## config.mk

```make
export PLATFORM = sky130hd
export DESIGN_NAME = cpuCore
export DESIGN_NICKNAME = d
export VERILOG_FILES = /design/src/source/cpuPkg.sv /design/src/source/cpuCore.sv /design/src/source/control.sv /design/src/source/datapath.sv /design/src/source/busInterface.sv /design/src/source/alu.sv
export SDC_FILE = /design/constraint.sdc
export NUM_CORES = 1
export LEC_CHECK = 0
export ABC_AREA = 1
export ABC_CLOCK_PERIOD_IN_PS = 4930
export BUFFER_PORTS_ARGS = -buffer_cell sky130_fd_sc_hd__buf_2
export CAP_MARGIN = 25
export CORE_UTILIZATION = 50
export CTS_CLUSTER_DIAMETER = 120
export DETAILED_ROUTE_END_ITERATION = 10
export PLACE_DENSITY = 0.66
export SETUP_SLACK_MARGIN = 0.15
export SYNTH_ARGS = -nofsm -noshare
export SYNTH_HDL_FRONTEND = slang
export SYNTH_HIERARCHICAL = 1
export SYNTH_SLANG_ARGS = --single-unit
```

## constraint.sdc

```tcl
create_clock -name Clock -period 4.93 [get_ports Clock]
set_input_delay 0.986 -clock Clock [delete_from_list [all_inputs] [get_ports Clock]]
set_output_delay 0.986 -clock Clock [all_outputs]
set_load 0.02 [all_outputs]
```

## src/source/cpuPkg.sv

```systemverilog
`default_nettype none

package cpuPkg;

  // ====================
  // Instruction set
  // ====================

  typedef enum logic [3:0] {
    opAdd  = 4'h0,
    opSub  = 4'h1,
    opAnd  = 4'h2,
    opOr   = 4'h3,
    opXor  = 4'h4,
    opShl  = 4'h5,
    opShr  = 4'h6,
    opLdi  = 4'h7,
    opAddi = 4'h8,
    opLd   = 4'h9,
    opSt   = 4'hA,
    opBz   = 4'hB,
    opJmp  = 4'hC
  } opcodeT;

  // Register format, also used by LD (rd <- [rs1]) and ST ([rs1] <- rs2)
  typedef struct packed {
    opcodeT     opcode;
    logic [2:0] rd;
    logic [2:0] rs1;
    logic [2:0] rs2;
    logic [2:0] unused;
  } instrRegT;

  typedef struct packed {
    opcodeT            opcode;
    logic [2:0]        rd;
    logic signed [8:0] imm;
  } instrImmT;

  typedef union packed {
    instrRegT regFmt;
    instrImmT immFmt;
  } instrT;

  // ====================
  // Datapath and bus
  // ====================

  typedef enum logic [2:0] {
    aluAdd, aluSub, aluAnd, aluOr, aluXor, aluShl, aluShr, aluPassB
  } aluOpT;

  typedef enum logic [1:0] {
    busNone, busFetch, busRead, busWrite
  } busKindT;

  typedef struct packed {
    logic zero;
    logic carry;
    logic negative;
    logic overflow;
  } flagsT;

  // Program counter sources
  localparam logic [1:0] PcInc    = 2'd0;
  localparam logic [1:0] PcBranch = 2'd1;
  localparam logic [1:0] PcJump   = 2'd2;

endpackage

`default_nettype wire
```

## src/source/cpuCore.sv

```systemverilog
`timescale 1ns/1ps
`default_nettype none

module cpuCore #(
  parameter int                   DataWidth   = 16,
  parameter logic [DataWidth-1:0] ResetVector = 16'h0000
) (
  input  wire                 Clock,
  input  wire                 reset,
  input  wire [DataWidth-1:0] DataIn,
  input  wire                 nWait,
  output wire [DataWidth-1:0] DataOut,
  output wire                 ALE,
  output wire                 nME,
  output wire                 nOE,
  output wire                 nWE
);

  cpuPkg::busKindT       busReq;
  logic                  busStart;
  logic                  busDone;
  logic [DataWidth-1:0]  busAddr;
  logic [DataWidth-1:0]  busWrData;
  logic [DataWidth-1:0]  busRdData;
  cpuPkg::aluOpT         aluOp;
  logic                  irWe;
  logic                  pcWe;
  logic                  regWe;
  logic [1:0]            pcSel;
  logic                  addrSel;
  logic                  wdSel;
  logic                  op2Sel;
  cpuPkg::instrT         instr;
  cpuPkg::flagsT         flags;

  control control (
    .Clock     (Clock     ),
    .reset     (reset     ),
    .instr     (instr     ),
    .flags     (flags     ),
    .busDone   (busDone   ),
    .busReq    (busReq    ),
    .busStart  (busStart  ),
    .aluOp     (aluOp     ),
    .irWe      (irWe      ),
    .pcWe      (pcWe      ),
    .regWe     (regWe     ),
    .pcSel     (pcSel     ),
    .addrSel   (addrSel   ),
    .wdSel     (wdSel     ),
    .op2Sel    (op2Sel    )
  );

  datapath #(
    .DataWidth   (DataWidth  ),
    .ResetVector (ResetVector)
  ) datapath (
    .Clock     (Clock     ),
    .reset     (reset     ),
    .aluOp     (aluOp     ),
    .irWe      (irWe      ),
    .pcWe      (pcWe      ),
    .regWe     (regWe     ),
    .pcSel     (pcSel     ),
    .addrSel   (addrSel   ),
    .wdSel     (wdSel     ),
    .op2Sel    (op2Sel    ),
    .busRdData (busRdData ),
    .instr     (instr     ),
    .flags     (flags     ),
    .busAddr   (busAddr   ),
    .busWrData (busWrData )
  );

  busInterface #(
    .DataWidth (DataWidth)
  ) busInterface (
    .Clock     (Clock     ),
    .reset     (reset     ),
    .busReq    (busReq    ),
    .busStart  (busStart  ),
    .busAddr   (busAddr   ),
    .busWrData (busWrData ),
    .DataIn    (DataIn    ),
    .nWait     (nWait     ),
    .busDone   (busDone   ),
    .busRdData (busRdData ),
    .DataOut   (DataOut   ),
    .ALE       (ALE       ),
    .nME       (nME       ),
    .nOE       (nOE       ),
    .nWE       (nWE       )
  );

endmodule

`default_nettype wire

```

## src/source/control.sv

```systemverilog
`timescale 1ns/1ps
`default_nettype none

module control (
  input  wire                   Clock,
  input  wire                   reset,
  input  wire cpuPkg::instrT    instr,
  input  wire cpuPkg::flagsT    flags,
  input  wire                   busDone,
  output cpuPkg::busKindT       busReq,
  output logic                  busStart,
  output cpuPkg::aluOpT         aluOp,
  output logic                  irWe,
  output logic                  pcWe,
  output logic                  regWe,
  output logic [1:0]            pcSel,
  output logic                  addrSel,
  output logic                  wdSel,
  output logic                  op2Sel
);

  typedef enum logic [2:0] {
    sFetch, sFetchWait, sDecode, sExecute, sMemWait, sWriteback
  } stateT;

  stateT          state;
  stateT          nextState;
  cpuPkg::opcodeT opcode;
  logic           isAluClass;

  assign opcode = instr.regFmt.opcode;

  // ====================
  // Opcode decode
  // ====================

  always_comb begin
    aluOp      = cpuPkg::aluAdd;
    op2Sel     = 1'b0;
    isAluClass = 1'b1;
    case (opcode)
      cpuPkg::opAdd:  aluOp = cpuPkg::aluAdd;
      cpuPkg::opSub:  aluOp = cpuPkg::aluSub;
      cpuPkg::opAnd:  aluOp = cpuPkg::aluAnd;
      cpuPkg::opOr:   aluOp = cpuPkg::aluOr;
      cpuPkg::opXor:  aluOp = cpuPkg::aluXor;
      cpuPkg::opShl:  aluOp = cpuPkg::aluShl;
      cpuPkg::opShr:  aluOp = cpuPkg::aluShr;
      cpuPkg::opLdi: begin
        aluOp  = cpuPkg::aluPassB;
        op2Sel = 1'b1;
      end
      cpuPkg::opAddi: begin
        aluOp  = cpuPkg::aluAdd;
        op2Sel = 1'b1;
      end
      default: isAluClass = 1'b0;
    endcase
  end

  // ====================
  // Sequencer
  // ====================

  always_comb begin
    nextState = state;
    busReq    = cpuPkg::busNone;
    busStart  = 1'b0;
    irWe      = 1'b0;
    pcWe      = 1'b0;
    regWe     = 1'b0;
    pcSel     = cpuPkg::PcInc;
    addrSel   = 1'b0;
    wdSel     = 1'b0;
    case (state)
      sFetch: begin
        busReq    = cpuPkg::busFetch;
        busStart  = 1'b1;
        nextState = sFetchWait;
      end
      sFetchWait: begin
        if (busDone) begin
          irWe      = 1'b1;
          pcWe      = 1'b1;
          nextState = sDecode;
        end
      end
      sDecode: nextState = sExecute;
      sExecute: begin
        nextState = sFetch;
        if (isAluClass) begin
          regWe = 1'b1;
        end else begin
          case (opcode)
            cpuPkg::opLd: begin
              busReq    = cpuPkg::busRead;
              busStart  = 1'b1;
              addrSel   = 1'b1;
              nextState = sMemWait;
            end
            cpuPkg::opSt: begin
              busReq    = cpuPkg::busWrite;
              busStart  = 1'b1;
              addrSel   = 1'b1;
              nextState = sMemWait;
            end
            cpuPkg::opBz: begin
              pcWe  = flags.zero;
              pcSel = cpuPkg::PcBranch;
            end
            cpuPkg::opJmp: begin
              pcWe  = 1'b1;
              pcSel = cpuPkg::PcJump;
            end
            default: ;
          endcase
        end
      end
      sMemWait: begin
        if (busDone) begin
          nextState = (opcode == cpuPkg::opLd) ? sWriteback : sFetch;
        end
      end
      sWriteback: begin
        regWe     = 1'b1;
        wdSel     = 1'b1;
        nextState = sFetch;
      end
      default: nextState = sFetch;
    endcase
  end

  always_ff @(posedge Clock) begin
    if (reset) begin
      state <= sFetch;
    end else begin
      state <= nextState;
    end
  end

  assert property (@(posedge Clock) disable iff (reset)
    state inside {sFetch, sFetchWait, sDecode, sExecute, sMemWait, sWriteback});

  // Each bus request has to finish before the next one is issued
  assert property (@(posedge Clock) disable iff (reset)
    busStart |=> !busStart throughout busDone[->1]);

endmodule

`default_nettype wire

```

## src/source/datapath.sv

```systemverilog
`timescale 1ns/1ps
`default_nettype none

module datapath #(
  parameter int                   DataWidth   = 16,
  parameter logic [DataWidth-1:0] ResetVector = '0
) (
  input  wire                   Clock,
  input  wire                   reset,
  input  wire cpuPkg::aluOpT    aluOp,
  input  wire                   irWe,
  input  wire                   pcWe,
  input  wire                   regWe,
  input  wire [1:0]             pcSel,
  input  wire                   addrSel,
  input  wire                   wdSel,
  input  wire                   op2Sel,
  input  wire [DataWidth-1:0]   busRdData,
  output cpuPkg::instrT         instr,
  output cpuPkg::flagsT         flags,
  output logic [DataWidth-1:0]  busAddr,
  output logic [DataWidth-1:0]  busWrData
);

  logic [DataWidth-1:0] pc;
  logic [DataWidth-1:0] regs [0:7];
  logic [2:0]           readAddrA;
  logic [DataWidth-1:0] regA;
  logic [DataWidth-1:0] regB;
  logic [DataWidth-1:0] immSext;
  logic [DataWidth-1:0] immZext;
  logic [DataWidth-1:0] opB;
  logic [DataWidth-1:0] aluResult;
  cpuPkg::flagsT        aluFlags;
  logic [DataWidth-1:0] writeData;

  // ====================
  // Operands
  // ====================

  // Immediate instructions use rd as both source and destination
  assign readAddrA = op2Sel ? instr.immFmt.rd : instr.regFmt.rs1;

  assign regA = (readAddrA == 3'd0) ? '0 : regs[readAddrA];
  assign regB = (instr.regFmt.rs2 == 3'd0) ? '0 : regs[instr.regFmt.rs2];

  assign immSext = {{(DataWidth-9){instr.immFmt.imm[8]}}, instr.immFmt.imm};
  assign immZext = {{(DataWidth-9){1'b0}}, instr.immFmt.imm};

  assign opB = op2Sel ? immSext : regB;

  alu #(
    .DataWidth (DataWidth)
  ) alu (
    .a      (regA      ),
    .b      (opB       ),
    .aluOp  (aluOp     ),
    .result (aluResult ),
    .flags  (aluFlags  )
  );

  assign writeData = wdSel ? busRdData : aluResult;

  // LD and ST address through rs1, ST data comes from rs2
  assign busAddr   = addrSel ? regA : pc;
  assign busWrData = regB;

  // ====================
  // State
  // ====================

  always_ff @(posedge Clock) begin
    if (irWe) begin
      instr <= busRdData[15:0];
    end
    if (regWe && instr.regFmt.rd != 3'd0) begin
      regs[instr.regFmt.rd] <= writeData;
    end
  end

  always_ff @(posedge Clock) begin
    if (reset) begin
      pc    <= ResetVector;
      flags <= '0;
    end else begin
      if (pcWe) begin
        case (pcSel)
          // The pc already points past the branch here
          cpuPkg::PcBranch: pc <= pc + immSext;
          cpuPkg::PcJump:   pc <= immZext;
          default:          pc <= pc + 1'b1;
        endcase
      end
      // Loads write back too but leave the flags alone
      if (regWe && !wdSel) begin
        flags <= aluFlags;
      end
    end
  end

endmodule

`default_nettype wire

```

## src/source/busInterface.sv

```systemverilog
`timescale 1ns/1ps
`default_nettype none

module busInterface #(
  parameter int DataWidth = 16
) (
  input  wire                   Clock,
  input  wire                   reset,
  input  wire cpuPkg::busKindT  busReq,
  input  wire                   busStart,
  input  wire [DataWidth-1:0]   busAddr,
  input  wire [DataWidth-1:0]   busWrData,
  input  wire [DataWidth-1:0]   DataIn,
  input  wire                   nWait,
  output logic                  busDone,
  output logic [DataWidth-1:0]  busRdData,
  output logic [DataWidth-1:0]  DataOut,
  output logic                  ALE,
  output logic                  nME,
  output logic                  nOE,
  output logic                  nWE
);

  typedef enum logic [1:0] {
    phIdle, phAddress, phStrobe
  } phaseT;

  phaseT                phase;
  logic                 isWrite;
  logic [DataWidth-1:0] wrData;
  logic                 accept;
  logic                 finish;

  assign accept = (phase == phIdle) && busStart && (busReq != cpuPkg::busNone);
  assign finish = (phase == phStrobe) && nWait;

  // ====================
  // Strobes
  // ====================

  always_ff @(posedge Clock) begin
    if (reset) begin
      phase   <= phIdle;
      isWrite <= 1'b0;
      busDone <= 1'b0;
      ALE     <= 1'b0;
      nME     <= 1'b1;
      nOE     <= 1'b1;
      nWE     <= 1'b1;
    end else begin
      busDone <= finish;
      case (phase)
        phIdle: begin
          if (accept) begin
            phase   <= phAddress;
            isWrite <= (busReq == cpuPkg::busWrite);
            ALE     <= 1'b1;
          end
        end
        phAddress: begin
          phase <= phStrobe;
          ALE   <= 1'b0;
          nME   <= 1'b0;
          nOE   <= isWrite;
          nWE   <= !isWrite;
        end
        default: begin
          // Low nWait stretches the strobe phase
          if (nWait) begin
            phase <= phIdle;
            nME   <= 1'b1;
            nOE   <= 1'b1;
            nWE   <= 1'b1;
          end
        end
      endcase
    end
  end

  // Address goes out with ALE, then write data replaces it
  always_ff @(posedge Clock) begin
    if (accept) begin
      DataOut <= busAddr;
      wrData  <= busWrData;
    end else if (phase == phAddress && isWrite) begin
      DataOut <= wrData;
    end
    if (finish && !isWrite) begin
      busRdData <= DataIn;
    end
  end

  assert property (@(posedge Clock) disable iff (reset) !(!nOE && !nWE));

  assert property (@(posedge Clock) disable iff (reset) !(ALE && !nME));

endmodule

`default_nettype wire

```

## src/source/alu.sv

```systemverilog
`timescale 1ns/1ps
`default_nettype none

module alu #(
  parameter int DataWidth = 16
) (
  input  wire [DataWidth-1:0]  a,
  input  wire [DataWidth-1:0]  b,
  input  wire cpuPkg::aluOpT   aluOp,
  output logic [DataWidth-1:0] result,
  output cpuPkg::flagsT        flags
);

  localparam int Msb = DataWidth - 1;

  logic [DataWidth:0] sum;

  always_comb begin
    sum    = '0;
    result = '0;
    flags  = '0;
    case (aluOp)
      cpuPkg::aluAdd: begin
        sum            = {1'b0, a} + {1'b0, b};
        result         = sum[Msb:0];
        flags.carry    = sum[DataWidth];
        flags.overflow = (a[Msb] == b[Msb]) && (sum[Msb] != a[Msb]);
      end
      cpuPkg::aluSub: begin
        // Carry on subtract is the borrow out
        sum            = {1'b0, a} - {1'b0, b};
        result         = sum[Msb:0];
        flags.carry    = sum[DataWidth];
        flags.overflow = (a[Msb] != b[Msb]) && (sum[Msb] != a[Msb]);
      end
      cpuPkg::aluAnd:   result = a & b;
      cpuPkg::aluOr:    result = a | b;
      cpuPkg::aluXor:   result = a ^ b;
      cpuPkg::aluShl:   result = {a[Msb-1:0], 1'b0};
      cpuPkg::aluShr:   result = {1'b0, a[Msb:1]};
      default:          result = b;
    endcase
    flags.zero     = (result == '0);
    flags.negative = result[Msb];
  end

endmodule

`default_nettype wire

```

==> impl_results.md, run 1 <==
- Number of input and output port buffers inserted: 38
- Actual transition at the worst max-transition pin: 1.095 ns
- Final hold violations: 0
- Remaining DRCs: 0
- Register share of total power: 47.0%
- Final cycle utilization of the critical path: 92.56%
- Top Usage Layer GRT: met2
- Crit end category: flip-flop
- Total overflow reported by the global router: 0
- Total number of vias: 13410
- Overall die area: 0.02971 mm^2
- Pwr Density: 304.7 mW/mm^2
- Number of global-route vias before repair: 12240
- Number of antenna violations at the first check in global routing: 0
- RSZ-0062 raised after global routing: no
- Post-route setup TNS: 0 ns
- Mean Syn Cell Area: 7.874 um^2
- Maximum fanout count along the critical path: 14
- Critical Path Slowest Stage Cell: ha_2
- Ratio of routed vias to standard cells: 5.855
- Worst path cell trace: nor2_1 -> a22o_4 -> nand2_1 -> nand2_4 -> clkinv_2 -> nand3_2 -> buf_4 -> nand3_1 -> inv_1 -> inv_1 -> ha_2 -> nand2_1 -> inv_1 -> nand2_1 -> nor3_1 -> nand2_1 -> nand2_1 -> nand2_1 -> nand3_1 -> nand4_1 -> nand2_1 -> nand2_1
- Setup repair bufs after CTS: 0
- Maximum number of pins on one net before global-route repair: 60
- Worst skew pair latency: 0.52 ns
- Proportion of layout cells with a drive suffix above 1: 10.97%
- Reported leakage power: 6.913 nW
- Number of warnings printed during yosys synthesis: 6
- Max capacitance violation total: 0
- Die span in y: 172.4 um
- Cell area after synthesis: 0.01451 mm^2
- Post-Syn Instances: 1843
- Sum of internal, switching and leakage power: 4.880 mW
- Fin area: 0.01601 mm^2
- GRT met3 Usage: 3.708%
- Portion of total power attributed to the clock network: 36.0%
- Number of pins with negative max-slew slack in the final report: 0
- Most common cell type on the critical path: nand2_1
- Total global-route track usage: 31.22%
- Met2 capacity usage during global routing: 49.56%
- CTS buffer count: 25
- Setup-failing EPs final: 0
- Int Power: 3.498 mW
- Number of primary I/O pins: 39
- Core region area: 0.02863 mm^2
- Sw Pwr: 1.382 mW
- Maximum vdd ir drop: 0.0002645 V
- Cell at the root of the clock tree: clkbuf_16
- Hpwl dp: 33580 um
- Combinational Power Share: 17.0%
- WP data required: 5.14 ns
- FMAX: 219.2 MHz
- Area added between synthesis and finish: 10.36%
- Final weighted congestion of routability-driven global placement: 1.030
- Clock period minus final worst setup slack: 4.563 ns
- Worst-path clk slew: 0.06 ns
- First-pass GRT wire length: 69430 um
- Number of standard-cell rows in the floorplan: 62
- Count of antenna-violating nets left after detailed routing: 0
- Detailed Routing Iterations Pass 1: 7
- Die width: 172.4 um
- Drt wl/cell: 20.13 um
- Max-slew headroom at the worst pin: 26.21%
- Classification of the worst setup path: flip-flop to flip-flop
- CP startpoint kind: flip-flop
- Maximum clock path buffer count: 3
- Switching power share of the total: 28.32%
- Post-placement cell area: 0.01520 mm^2
- Number of levels the H-tree was split into: 1
- CTS tree: built
- Largest stage delay, worst path: 0.49 ns
- Largest clock skew in the final design: 0.01024 ns
- Count of inserted antenna diode cells: 0
- Starting density of the core: 50.69%
- NumNets Final: 1970
- Total detailed-routing wirelength: 46100 um
- Result of the run: completed
- HP Class: flip-flop to flip-flop
- Total number of clock tree sinks: 223
- Worst path arrival time: 4.77 ns
- Met1 capacity usage during global routing: 43.10%
- Iteration-0 DRC Markers: 1644
-- metrics by stage --
stage | setup slack, ns | hold WS, ns | cells | util [%]
after floorplan | 1.176 | 0.4262 | 1858 | -
after global placement | 0.2405 | 0.4374 | 2245 | 53.09
after detailed placement | 0.1772 | 0.4368 | 2245 | 53.09
after CTS | 0.1596 | 0.4497 | 2290 | 55.75
after global routing | 0.1405 | 0.4734 | 2290 | 55.94
final | 0.3670 | 0.4482 | 2290 | 55.94
-- what timing repair did --
item	in CTS	in global routing
setup endpoints to repair	0	105
resized for setup	0	20
hold buffers	0	0
-- flip-flops by register name, indices dropped and copies added (netlist names), 2 cells and up, named ones only --
name / flops
control/state: 3
busInterface/phase: 2
busInterface/busRdData: 16
datapath/pc: 16
datapath/instr: 16
datapath/regs: 128
busInterface/wrData: 16
busInterface/DataOut: 16
-- power by group through the flow --
stage	clock network [mW]	registers [mW]	logic [mW]
after CTS	1.78	2.29	0.813
after floorplan	0	2.39	0.520
after global routing	1.85	2.31	0.911
final	1.76	2.30	0.830
after global placement	0	2.33	0.800
after detailed placement	0	2.33	0.808
-- cell usage in the layout (no fill, tap or decap), types with 4 or more instances in the layout --
cell and count:
nand2_1 407, nor2_1 227, inv_1 203, edfxtp_1 192, o21ai_0 182, nand3_1 128, a21oi_1 66, ha_1 57
buf_4 45, buf_2 38, o221ai_1 31, dfxtp_1 30, o22ai_1 26, clkbuf_16 25, nand4_1 22, o21ai_1 22
o211ai_1 20, nand2_2 19, inv_2 16, conb_1 16, a31oi_1 14, nor3_1 11, clkinv_1 9, nor2_2 9
a21oi_2 8, clkbuf_1 7, nand3_2 7, o211a_1 7, nand2_4 6, nor2_4 5, clkinv_2 4, xor2_1 4
buf_12 4
-- cell type report --
class                           count  area [um^2]
Fill cell                        2649        12610
Multi-Input combinational cell   1325         6907
Sequential cell                   223         6387
Inverter                          226        869.6
Clock buffer                       32        651.9
Timing Repair Buffer               87        608.1
Tap cell                          384        480.5
Clock inverter                     13        110.1
-- per-layer routing --
| layer | wire length (um) | share of wire [%] |
|---|---|---|
| met3 | 4323 | 9.4 |
| met4 | 1996 | 4.3 |
| met1 | 19170 | 42 |
| met5 | 0 | 0 |
| met2 | 20610 | 45 |
-- worst paths after layout --
check | start | endpoint | slack [ns] | cells past startpoint
worst max register to register | datapath/instr[12] | datapath/regs[7][13] | 0.37 | 22
worst max-delay path | datapath/instr[12] | datapath/regs[7][13] | 0.37 | 22
worst min register to register | busInterface/nME | busInterface/nME | 0.45 | 2
worst min-delay path | busInterface/nME | busInterface/nME | 0.45 | 2
-- worst max-delay path: cells and delay by family, from the launching register on --
kind,cells,cell delay (ns)
adders and majority gates,1,0.49
and+or+nand+nor,15,2.12
DFF,1,0.44
AOI/OAI and AO/OA,1,0.28
buffers and inverters,5,0.91
No activity file was read; power rests on OpenSTA's default activity.
==> run 2, diff against run 1 <==
--- a/config.mk
+++ b/config.mk
@@ -8,12 +8,13 @@
 export ABC_AREA = 1
 export ABC_CLOCK_PERIOD_IN_PS = 4930
 export BUFFER_PORTS_ARGS = -buffer_cell sky130_fd_sc_hd__buf_2
-export CAP_MARGIN = 25
 export CORE_UTILIZATION = 50
 export CTS_CLUSTER_DIAMETER = 120
 export DETAILED_ROUTE_END_ITERATION = 10
+export MAX_ROUTING_LAYER = met4
 export PLACE_DENSITY = 0.66
 export SETUP_SLACK_MARGIN = 0.15
+export SLEW_MARGIN = 20
 export SYNTH_ARGS = -nofsm -noshare
 export SYNTH_HDL_FRONTEND = slang
 export SYNTH_HIERARCHICAL = 1
==> run 2 against run 1 <==
Against the previous run:
- power increased by 3.7%
- critical endpoint is now datapath/regs[0][11]
- clock-buffer cell count decreased by 2
- register-to-register slack improved by 0.06 ns
- critical path type unchanged
- non-clock buffer count increased by 3
- sequential power about the same
- clock power increased by 10%
==> impl_results.md, run 2 (same netlist as run 1, synthesis figures left out) <==
- Die width: 172.4 um
- Largest clock skew in the final design: 0.02575 ns
- Classification of the worst setup path: flip-flop to flip-flop
- Cell at the root of the clock tree: clkbuf_16
- Detailed Routing Iterations Pass 1: 6
- Minimum setup slack among reg-to-reg paths: 0.42 ns
- Post-route setup TNS: 0 ns
- Total global-route track usage: 32.24%
- Max capacitance violation total: 0
- Final cycle utilization of the critical path: 91.38%
- Endpoint of the most critical setup path: datapath/regs[0][11]
- Worst Reg2Reg Path Length in Cells: 27
- Worst setup path startpoint: datapath/instr[12]
- Drt wl/cell: 20.01 um
- Max FFs per register: 128
- Critical Path Slowest Stage Cell: edfxtp_1
- M1 wire length: 19720 um
- Clock period minus final worst setup slack: 4.505 ns
- RSZ-0062 raised after global routing: no
- Reported leakage power: 6.947 nW
- Number of pins with negative max-slew slack in the final report: 0
- Most common cell type on the critical path: nand2_1
- Register bank with the most flops: datapath/regs
- Actual transition at the worst max-transition pin: 1.015 ns
- Maximum fanout count along the critical path: 31
- CTS tree: built
- Crit end category: flip-flop
- Commonest cells after routing, fill and taps aside: nand2_1 (404), nor2_1 (226), inv_1 (201)
- Number of input and output port buffers inserted: 38
- HP Class: flip-flop to flip-flop
- Number of stages on the worst setup path: 27
- First-pass GRT wire length: 69770 um
- Inst Count DP: 2247
- WP data required: 5.13 ns
- Remaining DRCs: 0
- Max-slew headroom at the worst pin: 31.63%
- FMAX: 222.0 MHz
- Proportion of layout cells with a drive suffix above 1: 12.19%
- Number of antenna violations at the first check in global routing: 0
- Worst Setup Slack, final: 0.4249 ns
- RR Endpoint: datapath/regs[0][11]
- Number of levels the H-tree was split into: 1
- Total detailed-routing wirelength: 45940 um
- Total number of vias: 13420
- Pre-CTS WS: 0.06831 ns
- Buf/Inv on CP: 7
- Final hold violations: 0
- Worst path arrival time: 4.71 ns
- Hpwl dp: 33720 um
- Maximum number of pins on one net before global-route repair: 39
- Most common cell after layout, fill and taps aside: nand2_1
- Iteration-0 DRC Markers: 1558
- Worst skew pair latency: 0.54 ns
- Pwr Density: 313.6 mW/mm^2
- Setup-failing EPs final: 0
- Total met3 wirelength after detailed routing: 3598 um
- Final weighted congestion of routability-driven global placement: 1.027
- Ratio of routed vias to standard cells: 5.846
- Area added between synthesis and finish: 11.25%
- Post-route insts no fill: 2296
- Highest metal used: met4
- Number of primary I/O pins: 39
- Total overflow reported by the global router: 0
- Worst-path clk slew: 0.06 ns
- Largest stage delay, worst path: 0.45 ns
- Count of hold-fix buffers inserted at cts: 0
- Result of the run: completed
- Total number of clock tree sinks: 223
- Start of the worst register-to-register path: datapath/instr[12]
- Count of inserted antenna diode cells: 0
- Maximum clock path buffer count: 3
- Crit path max-delay family: simple AND/OR/NAND/NOR gates
- Core region area: 0.02863 mm^2
- CP startpoint kind: flip-flop
- Sum of internal, switching and leakage power: 5.063 mW
- Count of antenna-violating nets left after detailed routing: 0
- Maximum vdd ir drop: 0.0002529 V
- Overall die area: 0.02971 mm^2
- Number of standard-cell rows in the floorplan: 62
- Number of global-route vias before repair: 12300
- CTS buffer count: 26
- Die span in y: 172.4 um
- Core utilization of the finished layout: 56.40%
- NumNets Final: 1974
- Met2 wirelength from detailed routing: 20840 um
- Starting density of the core: 50.69%
run 2: changes by cell type in the layout (fill, tap and decap cells not counted), sizes merged:
cell      before  now
clkbuf        32   30
bufinv         2    3
inv          223  225
buf           87   90
clkinv        14   11
clkinvlp       0    5
run 2: final cells by class:
cell class                 count  area (um^2)
fill                        2587        12480
sequential                   223         6387
clock buffer                  30        686.9
tap                          384        480.5
inverter                     226        868.3
timing repair buffer          90        611.8
multi-input combinational   1325         6928
clock inverter                18        181.4
run 2: through the flow:
| stage | hold slack (ns) | cell area [um^2] |
|---|---|---|
| final | 0.4670 | 16140 |
| after global placement | 0.4380 | 15160 |
| after global routing | 0.4933 | 16140 |
| after detailed placement | 0.4624 | 15160 |
| after floorplan | 0.4262 | 14570 |
| after CTS | 0.4753 | 16040 |
run 2: worst min path at each step:
stage	from	end	slack [ns]	cells after the start
after floorplan	busInterface/busRdData[14]	datapath/instr[14]	0.43	0
after global placement	busInterface/nME	busInterface/nME	0.44	2
after detailed placement	busInterface/nME	busInterface/nME	0.46	2
after CTS	busInterface/ALE	busInterface/ALE	0.48	2
after global routing	busInterface/busRdData[11]	datapath/instr[11]	0.49	0
final	busInterface/nME	busInterface/nME	0.47	2
run 2: worst reg2reg max path, cell delays in order (launching register included):
cell and delay, ns:
edfxtp_1 0.45, nand2_1 0.12, inv_1 0.07, a22o_4 0.29, inv_4 0.08, nand2_4 0.05, nand2_4 0.21, buf_12 0.22
buf_4 0.23, nor2_1 0.06, o221ai_1 0.22, nand3_2 0.18, inv_1 0.19, inv_1 0.08, ha_2 0.43, nand2_1 0.14
nor2_1 0.13, nand2_1 0.08, nand2_1 0.13, nand2_1 0.08, nand2_1 0.06, nand2_1 0.05, nand3_1 0.08, nand3_1 0.13
nand2_1 0.11, inv_1 0.04, nand2_1 0.06, nand2_1 0.21
run 2: report_power, final:
part / total [mW] / switching, mW / internal [mW] / leakage [nW]
clock: 1.94 / 0.783 / 1.16 / 0.413
sequential: 2.29 / 0.0545 / 2.24 / 2.02
combinational: 0.827 / 0.600 / 0.227 / 4.52
total: 5.06 / 1.44 / 3.63 / 6.95
run 2: what timing repair did:
action                                  in CTS  in global routing
endpoints found under the setup margin      32                 97
pin swaps                                    0                  0
buffers inserted                             0                  1
gates resized for setup                      3                 32
run 2: metal layers:
layer	global-route usage (%)	up-vias
met5	-	-
met4	12.66	0
met3	3.822	129
met2	50.05	673
met1	43.07	6321
li1	-	6300
==> run 3, diff against run 2 <==
--- a/config.mk
+++ b/config.mk
@@ -8,11 +8,13 @@
 export ABC_AREA = 1
 export ABC_CLOCK_PERIOD_IN_PS = 4930
 export BUFFER_PORTS_ARGS = -buffer_cell sky130_fd_sc_hd__buf_2
+export CORE_MARGIN = 5
 export CORE_UTILIZATION = 50
 export CTS_CLUSTER_DIAMETER = 120
 export DETAILED_ROUTE_END_ITERATION = 10
 export MAX_ROUTING_LAYER = met4
 export PLACE_DENSITY = 0.66
+export RECOVER_POWER = 25
 export SETUP_SLACK_MARGIN = 0.15
 export SLEW_MARGIN = 20
 export SYNTH_ARGS = -nofsm -noshare
==> run 3 against run 2 <==
Against the previous run:
- fmax fell by 3.0%
- combinational power hardly changed
- global-route usage fell by 3.4 points
- power down 3.0%
- critical path depth fell by 1
- die area up 9.5%
- critical endpoint is now datapath/regs[0][15]
==> impl_results.md, run 3 (same netlist as run 1, synthesis figures left out) <==
- Fin area: 0.01624 mm^2
- Largest stage delay, worst path: 0.47 ns
- Final hold violations: 0
- Overall die area: 0.03253 mm^2
- Max capacitance violation total: 0
- Pre-CTS WS: 0.05896 ns
- Remaining DRCs: 0
- Proportion of layout cells with a drive suffix above 1: 11.97%
- CTS buffer count: 25
- Worst-path clk slew: 0.06 ns
- WP data required: 5.14 ns
- Die span in y: 180.4 um
- Crit end category: flip-flop
- Core region area: 0.02870 mm^2
- Total global-route track usage: 28.84%
- FMAX: 215.4 MHz
- Maximum fanout count along the critical path: 15
- Clock period minus final worst setup slack: 4.644 ns
- Starting density of the core: 50.56%
- Sum of internal, switching and leakage power: 4.911 mW
- Pwr Density: 302.4 mW/mm^2
- Number of levels the H-tree was split into: 1
- RR Endpoint: datapath/regs[0][15]
- Start of the worst register-to-register path: datapath/instr[12]
- Classification of the worst setup path: flip-flop to flip-flop
- Detailed Routing Iterations Pass 1: 9
- Worst Setup Slack, final: 0.2864 ns
- Commonest cells after routing, fill and taps aside: nand2_1 (406), nor2_1 (223), inv_1 (201)
- Post-placement cell area: 0.01518 mm^2
- Largest clock skew in the final design: 0.02594 ns
- Number of pins with negative max-slew slack in the final report: 0
- Count of antenna-violating nets left after detailed routing: 0
- Iteration-0 DRC Markers: 1679
- Final weighted congestion of routability-driven global placement: 0.9902
- Number of standard-cell rows in the floorplan: 62
- Result of the run: completed
- Total number of clock tree sinks: 223
- Maximum number of pins on one net before global-route repair: 72
- Die width: 180.4 um
- Total number of vias: 13550
- Number of global-route vias before repair: 12320
- Worst Reg2Reg Path Length in Cells: 26
- CP startpoint kind: flip-flop
- Register bank with the most flops: datapath/regs
- NumNets Final: 1984
- Worst skew pair latency: 0.53 ns
- Post-route setup TNS: 0 ns
- Final cycle utilization of the critical path: 94.19%
- Total overflow reported by the global router: 0
- Most common cell type on the critical path: nand2_1
- HP Class: flip-flop to flip-flop
- Max FFs per register: 128
- Maximum vdd ir drop: 0.0002853 V
- Maximum clock path buffer count: 3
- Worst path arrival time: 4.85 ns
- Reported leakage power: 6.939 nW
- Cell at the root of the clock tree: clkbuf_16
- Area added between synthesis and finish: 11.91%
- RSZ-0062 raised after global routing: no
- Number of primary I/O pins: 39
- Number of input and output port buffers inserted: 38
- Worst setup path startpoint: datapath/instr[12]
- Drt wl/cell: 20.98 um
- Hpwl dp: 34400 um
- Most common cell after layout, fill and taps aside: nand2_1
- Total detailed-routing wirelength: 48380 um
- Endpoint of the most critical setup path: datapath/regs[0][15]
- Number of antenna violations at the first check in global routing: 0
- Setup-failing EPs final: 0
- Post-route insts no fill: 2306
- Inst Count DP: 2248
- First-pass GRT wire length: 71980 um
- CTS tree: built
- Max-slew headroom at the worst pin: 5.015%
- Ratio of routed vias to standard cells: 5.875
- Critical Path Slowest Stage Cell: edfxtp_1
- Actual transition at the worst max-transition pin: 1.425 ns
- Minimum setup slack among reg-to-reg paths: 0.29 ns
run 3: cell count changes in the layout (fill, tap and decap cells not counted), moves of 4 or more:
cell and change:
clkbuf_1 +22, nand3_1 -4, ha_4 +5, nand3_2 +4
buf_2 -12
run 3: where the power goes:
part           switching [mW]  internal, mW
combinational           0.603         0.227
clock                   0.753          1.03
sequential             0.0604          2.24
run 3: how the worst min path moves through the flow:
stage,startpoint,endpoint,cells past startpoint
finish,busInterface/nME,busInterface/nME,2
global route,busInterface/nME,busInterface/nME,2
CTS,busInterface/nME,busInterface/nME,2
detailed placement,busInterface/nME,busInterface/nME,2
global placement,busInterface/nME,busInterface/nME,2
floorplan,busInterface/busRdData[14],datapath/instr[14],0
run 3: area by class of cell:
type | count | area, um^2
fillers | 2714 | 12460
multi-input cells | 1329 | 7057
flip-flops and latches | 223 | 6386
inverters | 226 | 868.3
clock buffers | 35 | 683.2
repair buffers | 97 | 660.6
well taps | 384 | 480.5
clock inverters | 11 | 101.3
diodes | 1 | 2.502
run 3: repair_timing:
action,in CTS,in global routing
setup endpoints to repair,65,89
resized for setup,5,50
pin swaps,1,4
hold buffers,0,0
endpoints found under the hold margin,0,0
cloned,1,4
buffers inserted,0,6
run 3: worst max-delay path: cells and delay by family, from the launching register on:
family,cells,cell delay [ns]
AO/OA/AOI/OAI,2,0.59
adder cells (fa/ha/maj),1,0.37
buffers and inverters,9,1.21
flip-flops,1,0.47
AND/OR/NAND/NOR,14,1.70
run 3: layer usage:
layer	vias to the layer above	routed length (um)	track usage (%)
met4	0	1462	7.441
met3	98	4804	5.753
met2	716	22340	45.50
met1	6389	19780	38.52
met5	-	0	-
li1	6345	-	-
run 3: metrics by stage:
stage	util, %	hold slack [ns]
after floorplan	-	0.4262
after global placement	52.89	0.4364
after detailed placement	52.89	0.4448
after CTS	55.72	0.4587
after global routing	56.57	0.4810
final	56.58	0.4559
